[src/verilog/rvPkg.sv]
`default_nettype none

package rvPkg;

    typedef logic [31:0] word_t;
    typedef logic [4:0]  regAddr_t;
    typedef logic [6:0]  opcode_t;
    typedef logic [2:0]  immSrc_t;
    typedef logic [2:0]  aluCtrl_t;
    typedef logic [1:0]  resultSrc_t;
    typedef logic [1:0]  forward_t;

    // Major opcodes of the supported RV32I subset
    localparam opcode_t opLoad   = 7'b0000011;
    localparam opcode_t opStore  = 7'b0100011;
    localparam opcode_t opOp     = 7'b0110011;
    localparam opcode_t opOpImm  = 7'b0010011;
    localparam opcode_t opBranch = 7'b1100011;
    localparam opcode_t opJal    = 7'b1101111;
    localparam opcode_t opLui    = 7'b0110111;

    // Immediate formats
    localparam immSrc_t immI = 3'd0;
    localparam immSrc_t immS = 3'd1;
    localparam immSrc_t immB = 3'd2;
    localparam immSrc_t immJ = 3'd3;
    localparam immSrc_t immU = 3'd4;

    localparam aluCtrl_t aluAdd = 3'd0;
    localparam aluCtrl_t aluSub = 3'd1;
    localparam aluCtrl_t aluAnd = 3'd2;
    localparam aluCtrl_t aluOr  = 3'd3;
    localparam aluCtrl_t aluSlt = 3'd4;

    // Writeback source
    localparam resultSrc_t resAlu     = 2'd0;
    localparam resultSrc_t resMem     = 2'd1;
    localparam resultSrc_t resPcPlus4 = 2'd2;
    localparam resultSrc_t resImm     = 2'd3;

    // Execute operand source
    localparam forward_t fwdReg = 2'd0;
    localparam forward_t fwdWb  = 2'd1;
    localparam forward_t fwdMem = 2'd2;

endpackage

`default_nettype wire
[src/verilog/ctrlIf.sv]
`timescale 1ns/1ns
`default_nettype none

interface ctrlIf;
    import rvPkg::*;

    // Instruction fields and stage state from the datapath
    opcode_t    opD;
    logic [2:0] funct3D;
    logic       funct7b5D;
    regAddr_t   rs1D, rs2D, rs1E, rs2E;
    regAddr_t   rdE, rdM, rdW;
    resultSrc_t resultSrcE;  // Load detection in execute
    logic       redirectE;

    // Per-stage controls from the controller
    immSrc_t    immSrcD;
    aluCtrl_t   aluCtrlE;
    logic       aluSrcE;
    forward_t   forwardAE, forwardBE;
    logic       memWriteM, regWriteW;
    resultSrc_t resultSrcM, resultSrcW;
    logic       stallF, stallD, flushD, flushE;

    modport controller (
        input  opD, funct3D, funct7b5D, rs1D, rs2D, rs1E, rs2E, rdE, rdM, rdW,
        input  resultSrcE, redirectE,
        output immSrcD, aluCtrlE, aluSrcE, forwardAE, forwardBE,
        output memWriteM, resultSrcM, resultSrcW, regWriteW,
        output stallF, stallD, flushD, flushE
    );

    modport datapath (
        output opD, funct3D, funct7b5D, rs1D, rs2D, rs1E, rs2E, rdE, rdM, rdW,
        output resultSrcE, redirectE,
        input  immSrcD, aluCtrlE, aluSrcE, forwardAE, forwardBE,
        input  memWriteM, resultSrcM, resultSrcW, regWriteW,
        input  stallF, stallD, flushD, flushE
    );

endinterface

`default_nettype wire

[src/verilog/predIf.sv]
`timescale 1ns/1ns
`default_nettype none

interface predIf #(
    parameter int histBits = 5
);
    import rvPkg::*;

    // Fetch side lookup
    word_t               pcF;
    logic                predTakenF;
    word_t               predTargetF;
    logic [histBits-1:0] histIdxF;

    // Training from execute
    logic                updEn, updIsBranch, updTaken;
    word_t               updPc, updTarget;
    logic [histBits-1:0] updIdx;

    modport datapath (
        output pcF, updEn, updIsBranch, updTaken, updPc, updTarget, updIdx,
        input  predTakenF, predTargetF, histIdxF
    );

    modport predictor (
        input  pcF, updEn, updIsBranch, updTaken, updPc, updTarget, updIdx,
        output predTakenF, predTargetF, histIdxF
    );

endinterface

`default_nettype wire

[src/verilog/branchPredictor.sv]
`timescale 1ns/1ns
`default_nettype none

module branchPredictor #(
    parameter int histBits = 5,
    parameter int btbBits  = 5
) (
    input  wire      clk,
    input  wire      reset,
    predIf.predictor pred
);
    import rvPkg::*;

    localparam int phtSize = 1 << histBits;
    localparam int btbSize = 1 << btbBits;

    logic [1:0]          pht [phtSize];  // Two-bit saturating counters
    logic [histBits-1:0] ghr;
    logic                btbValid [btbSize];
    word_t               btbTarget [btbSize];
    logic [btbBits-1:0]  btbIdxF;
    logic [btbBits-1:0]  btbIdxU;
    logic [1:0]          ctrUpd;

    // Gshare index, word-aligned PC bits folded with the history
    assign pred.histIdxF = pred.pcF[histBits+1:2] ^ ghr;
    assign btbIdxF = pred.pcF[btbBits+1:2];
    assign btbIdxU = pred.updPc[btbBits+1:2];

    // Taken needs a known target and a counter in the upper half
    assign pred.predTakenF  = btbValid[btbIdxF] && pht[pred.histIdxF][1];
    assign pred.predTargetF = btbTarget[btbIdxF];

    assign ctrUpd = pht[pred.updIdx];

    always_ff @(posedge clk) begin
        if (reset) begin
            ghr <= '0;
            for (int i = 0; i < phtSize; i++) begin
                pht[i] <= 2'b00;
            end
            for (int i = 0; i < btbSize; i++) begin
                btbValid[i]  <= 1'b0;
                btbTarget[i] <= '0;
            end
        end else if (pred.updEn) begin
            if (pred.updTaken && ctrUpd != 2'b11) begin
                pht[pred.updIdx] <= ctrUpd + 2'd1;
            end else if (!pred.updTaken && ctrUpd != 2'b00) begin
                pht[pred.updIdx] <= ctrUpd - 2'd1;
            end
            // History tracks conditional outcomes only
            if (pred.updIsBranch) begin
                ghr <= {ghr[histBits-2:0], pred.updTaken};
            end
            if (pred.updTaken) begin
                btbValid[btbIdxU]  <= 1'b1;
                btbTarget[btbIdxU] <= pred.updTarget;
            end
        end
    end

endmodule

`default_nettype wire

[src/verilog/controller.sv]
`timescale 1ns/1ns
`default_nettype none

module controller (
    input  wire       clk,
    input  wire       reset,
    ctrlIf.controller ctrl
);
    import rvPkg::*;

    logic     regWriteD, memWriteD, aluSrcD;
    aluCtrl_t aluCtrlD;
    logic     regWriteE, memWriteE;
    logic     regWriteM;
    logic     lwStall;

    // Main decoder
    always_comb begin
        regWriteD    = 1'b0;
        memWriteD    = 1'b0;
        aluSrcD      = 1'b1;  // Immediate operand unless noted
        ctrl.immSrcD = immI;
        case (ctrl.opD)
            opLoad: regWriteD = 1'b1;
            opStore: begin
                memWriteD    = 1'b1;
                ctrl.immSrcD = immS;
            end
            opOp: begin
                regWriteD = 1'b1;
                aluSrcD   = 1'b0;
            end
            opOpImm: regWriteD = 1'b1;
            opBranch: begin
                aluSrcD      = 1'b0;
                ctrl.immSrcD = immB;
            end
            opJal: begin
                regWriteD    = 1'b1;
                ctrl.immSrcD = immJ;
            end
            opLui: begin
                regWriteD    = 1'b1;
                ctrl.immSrcD = immU;
            end
            default: regWriteD = 1'b0;  // Bubble or unsupported
        endcase
    end

    // ALU decoder, loads and stores only need the address add
    always_comb begin
        aluCtrlD = aluAdd;
        if (ctrl.opD == opOp || ctrl.opD == opOpImm) begin
            case (ctrl.funct3D)
                3'b000:  aluCtrlD = (ctrl.opD == opOp && ctrl.funct7b5D) ? aluSub : aluAdd;
                3'b010:  aluCtrlD = aluSlt;
                3'b110:  aluCtrlD = aluOr;
                3'b111:  aluCtrlD = aluAnd;
                default: aluCtrlD = aluAdd;
            endcase
        end
    end

    always_ff @(posedge clk) begin
        if (reset || ctrl.flushE) begin
            regWriteE     <= 1'b0;
            memWriteE     <= 1'b0;
            ctrl.aluSrcE  <= 1'b0;
            ctrl.aluCtrlE <= aluAdd;
        end else begin
            regWriteE     <= regWriteD;
            memWriteE     <= memWriteD;
            ctrl.aluSrcE  <= aluSrcD;
            ctrl.aluCtrlE <= aluCtrlD;
        end
    end

    // Memory and writeback controls, result class comes from execute
    always_ff @(posedge clk) begin
        if (reset) begin
            regWriteM       <= 1'b0;
            ctrl.memWriteM  <= 1'b0;
            ctrl.resultSrcM <= resAlu;
            ctrl.regWriteW  <= 1'b0;
            ctrl.resultSrcW <= resAlu;
        end else begin
            regWriteM       <= regWriteE;
            ctrl.memWriteM  <= memWriteE;
            ctrl.resultSrcM <= ctrl.resultSrcE;
            ctrl.regWriteW  <= regWriteM;
            ctrl.resultSrcW <= ctrl.resultSrcM;
        end
    end

    // Newest producer wins, x0 never forwards
    function automatic forward_t fwdSel(regAddr_t rs, regAddr_t rdM, logic weM,
                                        regAddr_t rdW, logic weW);
        if (rs != '0 && weM && rs == rdM) begin
            return fwdMem;
        end else if (rs != '0 && weW && rs == rdW) begin
            return fwdWb;
        end
        return fwdReg;
    endfunction

    always_comb begin
        ctrl.forwardAE = fwdSel(ctrl.rs1E, ctrl.rdM, regWriteM, ctrl.rdW, ctrl.regWriteW);
        ctrl.forwardBE = fwdSel(ctrl.rs2E, ctrl.rdM, regWriteM, ctrl.rdW, ctrl.regWriteW);
    end

    assign lwStall = (ctrl.resultSrcE == resMem) && (ctrl.rdE != '0) &&
                     (ctrl.rdE == ctrl.rs1D || ctrl.rdE == ctrl.rs2D);

    assign ctrl.stallF = lwStall;
    assign ctrl.stallD = lwStall;
    assign ctrl.flushD = ctrl.redirectE;
    assign ctrl.flushE = lwStall || ctrl.redirectE;  // Bubble or wrong path

endmodule

`default_nettype wire

[src/verilog/datapath.sv]
`timescale 1ns/1ns
`default_nettype none

module datapath #(
    parameter rvPkg::word_t resetPc  = '0,
    parameter int           histBits = 5
) (
    input  wire               clk,
    input  wire               reset,
    ctrlIf.datapath           ctrl,
    predIf.datapath           pred,
    output wire rvPkg::word_t imemAddr_o,
    input  wire rvPkg::word_t imemData_i,
    output wire rvPkg::word_t dmemAddr_o,
    output wire rvPkg::word_t dmemWData_o,
    output wire               dmemWe_o,
    input  wire rvPkg::word_t dmemRData_i
);
    import rvPkg::*;

    word_t               pcF, pcPlus4F, pcNextF;
    word_t               instrD, pcD, predTargetD, immD, rd1D, rd2D;
    logic                predTakenD;
    logic [histBits-1:0] histIdxD;
    regAddr_t            rdD;
    word_t               regFile [32];
    word_t               pcE, immE, rd1E, rd2E, predTargetE;
    opcode_t             opE;
    logic                predTakenE, takenE;
    logic [histBits-1:0] histIdxE;
    word_t               srcAE, srcBE, writeDataE, aluResultE;
    word_t               pcPlus4E, targetE, actualNextE, predNextE;
    word_t               aluResultM, writeDataM, pcPlus4M, immM, fwdDataM;
    word_t               aluResultW, readDataW, pcPlus4W, immW, resultW;

    function automatic word_t pickOperand(forward_t sel, word_t regVal, word_t memVal,
                                          word_t wbVal);
        case (sel)
            fwdMem:  return memVal;
            fwdWb:   return wbVal;
            default: return regVal;
        endcase
    endfunction

    function automatic word_t pickResult(resultSrc_t sel, word_t alu, word_t mem,
                                         word_t pc4, word_t imm);
        case (sel)
            resMem:     return mem;
            resPcPlus4: return pc4;
            resImm:     return imm;
            default:    return alu;
        endcase
    endfunction

    // Fetch, execute redirect overrides the prediction
    assign pred.pcF    = pcF;
    assign imemAddr_o  = pcF;
    assign pcPlus4F    = pcF + 32'd4;
    assign pcNextF     = ctrl.redirectE ? actualNextE :
                         pred.predTakenF ? pred.predTargetF : pcPlus4F;

    always_ff @(posedge clk) begin
        if (reset) begin
            pcF <= resetPc;
        end else if (!ctrl.stallF) begin
            pcF <= pcNextF;
        end
    end

    always_ff @(posedge clk) begin
        if (reset || ctrl.flushD) begin
            instrD      <= '0;
            pcD         <= '0;
            predTakenD  <= 1'b0;
            predTargetD <= '0;
            histIdxD    <= '0;
        end else if (!ctrl.stallD) begin
            instrD      <= imemData_i;
            pcD         <= pcF;
            predTakenD  <= pred.predTakenF;
            predTargetD <= pred.predTargetF;
            histIdxD    <= pred.histIdxF;
        end
    end

    // Decode
    assign ctrl.opD       = instrD[6:0];
    assign ctrl.funct3D   = instrD[14:12];
    assign ctrl.funct7b5D = instrD[30];
    assign ctrl.rs1D      = instrD[19:15];
    assign ctrl.rs2D      = instrD[24:20];
    assign rdD            = instrD[11:7];

    // Falling-edge write makes the value visible to decode in the same cycle
    always_ff @(negedge clk) begin
        if (ctrl.regWriteW && ctrl.rdW != '0) begin
            regFile[ctrl.rdW] <= resultW;
        end
    end

    assign rd1D = (ctrl.rs1D == '0) ? '0 : regFile[ctrl.rs1D];
    assign rd2D = (ctrl.rs2D == '0) ? '0 : regFile[ctrl.rs2D];

    always_comb begin
        case (ctrl.immSrcD)
            immS:    immD = {{20{instrD[31]}}, instrD[31:25], instrD[11:7]};
            immB:    immD = {{20{instrD[31]}}, instrD[7], instrD[30:25], instrD[11:8], 1'b0};
            immJ:    immD = {{12{instrD[31]}}, instrD[19:12], instrD[20], instrD[30:21], 1'b0};
            immU:    immD = {instrD[31:12], 12'b0};
            default: immD = {{20{instrD[31]}}, instrD[31:20]};
        endcase
    end

    always_ff @(posedge clk) begin
        if (reset || ctrl.flushE) begin
            pcE         <= '0;
            immE        <= '0;
            rd1E        <= '0;
            rd2E        <= '0;
            opE         <= '0;
            predTakenE  <= 1'b0;
            predTargetE <= '0;
            histIdxE    <= '0;
            ctrl.rs1E   <= '0;
            ctrl.rs2E   <= '0;
            ctrl.rdE    <= '0;
        end else begin
            pcE         <= pcD;
            immE        <= immD;
            rd1E        <= rd1D;
            rd2E        <= rd2D;
            opE         <= ctrl.opD;
            predTakenE  <= predTakenD;
            predTargetE <= predTargetD;
            histIdxE    <= histIdxD;
            ctrl.rs1E   <= ctrl.rs1D;
            ctrl.rs2E   <= ctrl.rs2D;
            ctrl.rdE    <= rdD;
        end
    end

    // Execute
    assign srcAE      = pickOperand(ctrl.forwardAE, rd1E, fwdDataM, resultW);
    assign writeDataE = pickOperand(ctrl.forwardBE, rd2E, fwdDataM, resultW);
    assign srcBE      = ctrl.aluSrcE ? immE : writeDataE;

    always_comb begin
        case (ctrl.aluCtrlE)
            aluSub:  aluResultE = srcAE - srcBE;
            aluAnd:  aluResultE = srcAE & srcBE;
            aluOr:   aluResultE = srcAE | srcBE;
            aluSlt:  aluResultE = {31'b0, $signed(srcAE) < $signed(srcBE)};
            default: aluResultE = srcAE + srcBE;
        endcase
    end

    always_comb begin
        case (opE)
            opLoad:  ctrl.resultSrcE = resMem;
            opJal:   ctrl.resultSrcE = resPcPlus4;
            opLui:   ctrl.resultSrcE = resImm;
            default: ctrl.resultSrcE = resAlu;
        endcase
    end

    // Actual outcome against the next PC fetch assumed
    assign pcPlus4E    = pcE + 32'd4;
    assign targetE     = pcE + immE;
    assign takenE      = (opE == opJal) || (opE == opBranch && srcAE == writeDataE);
    assign actualNextE = takenE ? targetE : pcPlus4E;
    assign predNextE   = predTakenE ? predTargetE : pcPlus4E;
    assign ctrl.redirectE = (opE != '0) && (predNextE != actualNextE);  // Bubbles have opcode 0

    assign pred.updEn       = (opE == opBranch) || (opE == opJal);
    assign pred.updIsBranch = (opE == opBranch);
    assign pred.updTaken    = takenE;
    assign pred.updPc       = pcE;
    assign pred.updTarget   = targetE;
    assign pred.updIdx      = histIdxE;

    always_ff @(posedge clk) begin
        if (reset) begin
            aluResultM <= '0;
            writeDataM <= '0;
            pcPlus4M   <= '0;
            immM       <= '0;
            ctrl.rdM   <= '0;
        end else begin
            aluResultM <= aluResultE;
            writeDataM <= writeDataE;
            pcPlus4M   <= pcPlus4E;
            immM       <= immE;
            ctrl.rdM   <= ctrl.rdE;
        end
    end

    // Memory stage, a load here is never forwarded thanks to the stall
    assign fwdDataM    = pickResult(ctrl.resultSrcM, aluResultM, aluResultM, pcPlus4M, immM);
    assign dmemAddr_o  = aluResultM;
    assign dmemWData_o = writeDataM;
    assign dmemWe_o    = ctrl.memWriteM;

    always_ff @(posedge clk) begin
        if (reset) begin
            aluResultW <= '0;
            readDataW  <= '0;
            pcPlus4W   <= '0;
            immW       <= '0;
            ctrl.rdW   <= '0;
        end else begin
            aluResultW <= aluResultM;
            readDataW  <= dmemRData_i;
            pcPlus4W   <= pcPlus4M;
            immW       <= immM;
            ctrl.rdW   <= ctrl.rdM;
        end
    end

    assign resultW = pickResult(ctrl.resultSrcW, aluResultW, readDataW, pcPlus4W, immW);

endmodule

`default_nettype wire

[src/verilog/pipelineCore.sv]
`timescale 1ns/1ns
`default_nettype none

module pipelineCore #(
    parameter rvPkg::word_t resetPc  = '0,
    parameter int           histBits = 5,
    parameter int           btbBits  = 5
) (
    input  wire               clk,
    input  wire               reset,
    output wire rvPkg::word_t imemAddr_o,
    input  wire rvPkg::word_t imemData_i,
    output wire rvPkg::word_t dmemAddr_o,
    output wire rvPkg::word_t dmemWData_o,
    output wire               dmemWe_o,
    input  wire rvPkg::word_t dmemRData_i
);

    ctrlIf ctrl0 ();
    predIf #(.histBits(histBits)) pred0 ();

    controller ctrlUnit0 (
        .clk   (clk),
        .reset (reset),
        .ctrl  (ctrl0.controller)
    );

    datapath #(
        .resetPc  (resetPc),
        .histBits (histBits)
    ) dp0 (
        .clk         (clk),
        .reset       (reset),
        .ctrl        (ctrl0.datapath),
        .pred        (pred0.datapath),
        .imemAddr_o  (imemAddr_o),
        .imemData_i  (imemData_i),
        .dmemAddr_o  (dmemAddr_o),
        .dmemWData_o (dmemWData_o),
        .dmemWe_o    (dmemWe_o),
        .dmemRData_i (dmemRData_i)
    );

    branchPredictor #(
        .histBits (histBits),
        .btbBits  (btbBits)
    ) bp0 (
        .clk   (clk),
        .reset (reset),
        .pred  (pred0.predictor)
    );

endmodule

`default_nettype wire

[config.mk]
export PLATFORM = sky130hd
export DESIGN_NAME = pipelineCore
export DESIGN_NICKNAME = d
export VERILOG_FILES = /design/src/verilog/rvPkg.sv /design/src/verilog/ctrlIf.sv /design/src/verilog/predIf.sv /design/src/verilog/branchPredictor.sv /design/src/verilog/controller.sv /design/src/verilog/datapath.sv /design/src/verilog/pipelineCore.sv
export SDC_FILE = /design/constraint.sdc
export NUM_CORES = 2
export LEC_CHECK = 0
export ABC_AREA = 0
export BUFFER_PORTS_ARGS = -buffer_cell sky130_fd_sc_hd__buf_4
export CORE_MARGIN = 1.5
export CORE_UTILIZATION = 39
export DETAILED_ROUTE_END_ITERATION = 16
export MAX_ROUTING_LAYER = met4
export SLEW_MARGIN = 10
export SYNTH_ARGS = -nofsm -noshare
export SYNTH_HDL_FRONTEND = slang
export SYNTH_SLANG_ARGS = --single-unit
[constraint.sdc]
create_clock -name clk -period 8.72 [get_ports clk]
set_clock_uncertainty 0.05 [all_clocks]
set_input_delay 2.18 -clock clk [delete_from_list [all_inputs] [get_ports clk]]
set_output_delay 2.18 -clock clk [all_outputs]
set_load 0.02 [all_outputs]
==> results.txt <==
The flow ran to the end, and the final reports show no timing, DRC or antenna violations. Following the worst setup path forward leads to its endpoint at dp0.dmemAddr_o[31]. The worst reg-to-reg setup slack is 0.97 ns. The starting density of the core came out at 0.391.

The site row count is 209. The most critical setup path has its startpoint at ctrlUnit0.ctrl.resultSrcW[0]. The delay of the slowest critical-path stage is 0.95 ns. After detailed routing, the number of vias per cell comes to 5.76.

Measured along the y axis, the die boundary spans 573 um. In this design, the critical path's most frequently occurring cell is sky130_fd_sc_hd__a21oi_1. The worst setup path is of the register to register kind.

STA classifies the critical path startpoint as a register. The logic depth of the worst register-to-register path is 20. The share of the Yosys chip area taken by registers is 0.603. In the global route stage, overall resource usage came out at 0.262. The arrival time at the worst endpoint is 8.50 ns. The critical path crosses 20 cells after its start point. The post-layout minimum cycle time came out at 7.75 ns. The number of buffers inserted by port buffering is 162. Once layout is complete, the cells apart from fillers number 14.5k. The capture point of the worst reg-to-reg path is dp0.dmemAddr_o[31].

The first routing iteration left 10.6k violations. The post-CTS setup-driven buffer insertion count came out at 0. The die is 573 um wide. The area of the core region is 323000 um2. The final HPWL from detailed placement came out at 276 mm. Ranked by total cell area, the synthesized netlist is headed by sky130_fd_sc_hd__edfxtp_1 (50%), sky130_fd_sc_hd__mux4_2 (18%), sky130_fd_sc_hd__dfxtp_1 (10%), sky130_fd_sc_hd__nor2_1 (4.7%), sky130_fd_sc_hd__mux2i_1 (1.8%). For the pin with the worst max-slew slack, the measured transition is 1.32 ns. The clock-pin slew on the worst setup and hold paths came out at 0.06 ns.

Before antenna repair, the detailed router went through 6 iterations. The worst setup path is captured at a register. The highest achievable clock rate is 0.129 GHz. The leakage dissipation came out at 53.4 nW. The relative slew slack came out at 0.112. The final wirelength is 425 mm.

The post-synthesis to final-layout area growth came out at 16.9%. The share of the clock period used by the worst path is 0.889. The number of maximum-capacitance violations came out at 0. The post-synth design cell area is 127000 um2. In the synthesized netlist, the number of instances is 8779. Of all cell types, the one taking the most synthesized area is sky130_fd_sc_hd__edfxtp_1. Of the post-synthesis cell area, the dominant cell type holds 0.501. Clock tree synthesis found a total of 2755 sinks. The initial antenna violation count is 22. In this run the count of I/O pins placed on the die edge is 163. In the synthesized netlist the dominant register cell turns out to be sky130_fd_sc_hd__edfxtp_1.

Entering global routing, the biggest net connects 105 pins. The async set-or-reset flop fraction in the synthesized netlist came out at 0. Of the cells placed in the final design, the portion with a size suffix greater than 1 is 0.209. Grouping stages by cell kind, the critical path spends the most delay in compound AO/OA/AOI/OAI gates. The worst-case IR drop observed on VDD is 0.174 mV. Fill cells in the final layout number 28.7k.

The depth of the CTS H-tree came out at 5. The number of storage elements in the synthesis netlist came out at 2755. The number of remaining DRC errors came out at 0. The largest registers in the layout are bp0.btbTarget: 1024 flops, dp0.regFile: 1024 flops, bp0.pht: 64 flops.

The number of global-route vias before repair came out at 84.2k. The path class of the tightest hold or removal check is register to register. The number of warning messages in the yosys log came out at 0. The total of cells resized after clock tree synthesis came out at 0. Walking the worst path, the cells encountered are mux4_2 > mux2i_1 > nand2_1 > o21ai_0 > o21ai_0 > ha_1 > or3_1 > nor4_1 > nand2_1 > o2111ai_1 > o311ai_0 > buf_4 > o211ai_1 > a211o_1 > a21oi_1 > o41a_1 > o21bai_1 > a21oi_1 > or4b_2 > a21oi_1. The tree is rooted in a sky130_fd_sc_hd__clkbuf_16.

The power density normalized to cell area is 225 nW/um2. The number of nets with antenna violations after routing is 0. STA puts the critical path data required time at 9.47 ns. The overall via count from detail_route is 83.3k. The number of buffers on the longest clock path is 4. Setup repair after global routing left no endpoint under its margin. The aggregate negative setup slack is 0 ns.

The startpoint identified for the worst register-to-register timing path is ctrlUnit0.ctrl.resultSrcW[0]. TritonCTS built the clock tree. The buffering stage count on the worst path with inverters included came out at 1.

The final layout contains 10.1k nets. The final number of max-transition violations came to 0. The cell count after placement came out at 12.9k. The slowest stage of the critical path belongs to the cell sky130_fd_sc_hd__mux4_2. The die covers 328000 um2. The first global-routing pass estimated 602 mm of wire. The clock latency on the worst-skew pair is 0.92 ns. The number of enable-type register cells in the synthesized netlist came out at 2112. The hold violation count in the final report is 0. Yosys mapped the design onto 92 distinct sky130hd cell types. The final-report setup violation count came out at 0. The number of buffers created by CTS came out at 310. The synthesized area divided by synthesized cell count is 14.4 um2. The largest fanout on the critical path came out at 36.

Dividing the detail-routed wire length by the instance count gives 29.4 um. The total congestion overflow is 0. Routability-driven placement finished with a final weighted congestion of 0.988.

The count of hold-fix buffers inserted at cts is 0.
## kinds of logic (layout without fill, tap and decap cells)
logic type      after synthesis  in the layout  share of synthesized area
other cells                   1             46                  0.0000296
fa+ha+maj                   135            135                     0.0135
compound gates              840            840                     0.0423
xor+xnor                    271            271                     0.0189
flops                      2755           2755                      0.603
simple gates               2612           2612                     0.0912
mux                        1304           1304                      0.205
buf+inv                     861           2167                     0.0264
## worst min-delay path by stage
stage	from	to	slack [ns]	cells after the start
floorplan	ctrlUnit0.memWriteE	ctrlUnit0.ctrl.memWriteM	0.36	1
global placement	dp0.pcD[2]	dp0.pcD[2]	0.38	2
detailed placement	dp0.pcD[2]	dp0.pred.updPc[2]	0.39	1
CTS	dp0.pcD[26]	dp0.pred.updPc[26]	0.35	1
global route	dp0.pcD[26]	dp0.pred.updPc[26]	0.38	1
finish	dp0.pcD[26]	dp0.pred.updPc[26]	0.35	1
## final cells by class
class / instances / area (um2) / share of cell area
inverter: 173 / 649 / 0.00439
antenna: 14 / 35.0 / 0.000237
tap: 4325 / 5410 / 0.0366
clock buffer: 386 / 8530 / 0.0576
multi-input combinational: 5194 / 47900 / 0.323
sequential: 2755 / 76400 / 0.516
clock inverter: 1197 / 5670 / 0.0383
timing repair buffer: 411 / 3510 / 0.0237
## cells in the final DEF (no fill, tap or decap), types with 26 or more instances in the layout
cell,n
sky130_fd_sc_hd__nor2b_1,203
sky130_fd_sc_hd__o21bai_1,49
sky130_fd_sc_hd__conb_1,32
sky130_fd_sc_hd__buf_12,33
sky130_fd_sc_hd__nand4_1,34
sky130_fd_sc_hd__nand3_1,79
sky130_fd_sc_hd__nand2b_1,26
sky130_fd_sc_hd__nor2_1,1560
sky130_fd_sc_hd__clkbuf_16,327
sky130_fd_sc_hd__edfxtp_1,2112
sky130_fd_sc_hd__nor2_4,32
sky130_fd_sc_hd__o21ai_0,165
sky130_fd_sc_hd__buf_4,377
sky130_fd_sc_hd__a211oi_1,83
sky130_fd_sc_hd__clkbuf_1,46
sky130_fd_sc_hd__clkinv_2,30
sky130_fd_sc_hd__bufinv_16,33
sky130_fd_sc_hd__xnor2_1,147
sky130_fd_sc_hd__and2_1,115
sky130_fd_sc_hd__inv_1,1216
sky130_fd_sc_hd__mux4_2,1028
sky130_fd_sc_hd__dfxtp_1,622
sky130_fd_sc_hd__a21oi_1,267
sky130_fd_sc_hd__a31oi_1,34
sky130_fd_sc_hd__nand2_1,317
sky130_fd_sc_hd__ha_1,132
sky130_fd_sc_hd__a21o_1,37
sky130_fd_sc_hd__nor3_1,56
sky130_fd_sc_hd__mux2_2,49
sky130_fd_sc_hd__nand2b_2,32
sky130_fd_sc_hd__xor2_1,95
sky130_fd_sc_hd__clkinv_1,30
sky130_fd_sc_hd__mux2i_1,227
## power by group
part | internal, mW | switching [mW] | total [mW] | leakage [nW]
clock network | 8.59 | 6.68 | 15.3 | 10.6
logic | 1.25 | 1.98 | 3.22 | 16.8
registers | 14.5 | 0.305 | 14.8 | 26.0
## metal layers
layer,part of all wire,vias up,GRT usage,routed length (um)
met1,0.41,43235,0.347,172000
li1,-,35278,-,-
met5,0,-,-,0
met4,0.043,0,0.113,18300
met3,0.087,663,0.0482,37200
met2,0.46,4123,0.394,197000
## through the flow
step                hold slack (ns)  setup slack (ns)  total power [mW]   util  cell area [um2]
floorplan                     0.364              1.41              17.5      -           127000
global route                  0.385             0.476              34.6  0.458           148000
CTS                           0.346              1.18              33.5  0.457           148000
detailed placement            0.387              1.21              18.9  0.414           134000
global placement              0.384              1.27              18.9  0.414           134000
finish                        0.347             0.970              33.3  0.458           148000
## Yosys cell counts, types with 25 or more instances
cell	instances
sky130_fd_sc_hd__o21bai_1	49
sky130_fd_sc_hd__o21ai_0	165
sky130_fd_sc_hd__a211oi_1	83
sky130_fd_sc_hd__clkbuf_1	540
sky130_fd_sc_hd__buf_1	94
sky130_fd_sc_hd__mux2_2	49
sky130_fd_sc_hd__nand2b_1	58
sky130_fd_sc_hd__mux4_2	1028
sky130_fd_sc_hd__mux2i_1	227
sky130_fd_sc_hd__a21oi_1	267
sky130_fd_sc_hd__nor3_1	57
sky130_fd_sc_hd__nand4_1	34
sky130_fd_sc_hd__a21o_1	38
sky130_fd_sc_hd__a31oi_1	34
sky130_fd_sc_hd__xor2_1	111
sky130_fd_sc_hd__dfxtp_1	643
sky130_fd_sc_hd__and2_1	115
sky130_fd_sc_hd__xnor2_1	159
sky130_fd_sc_hd__inv_1	171
sky130_fd_sc_hd__o211ai_1	25
sky130_fd_sc_hd__ha_1	132
sky130_fd_sc_hd__nor2_1	1594
sky130_fd_sc_hd__edfxtp_1	2112
sky130_fd_sc_hd__nand2_1	317
sky130_fd_sc_hd__nand3_1	79
sky130_fd_sc_hd__buf_2	43
sky130_fd_sc_hd__nor2b_1	203
Note: power is estimated with default switching activity, not from simulation.
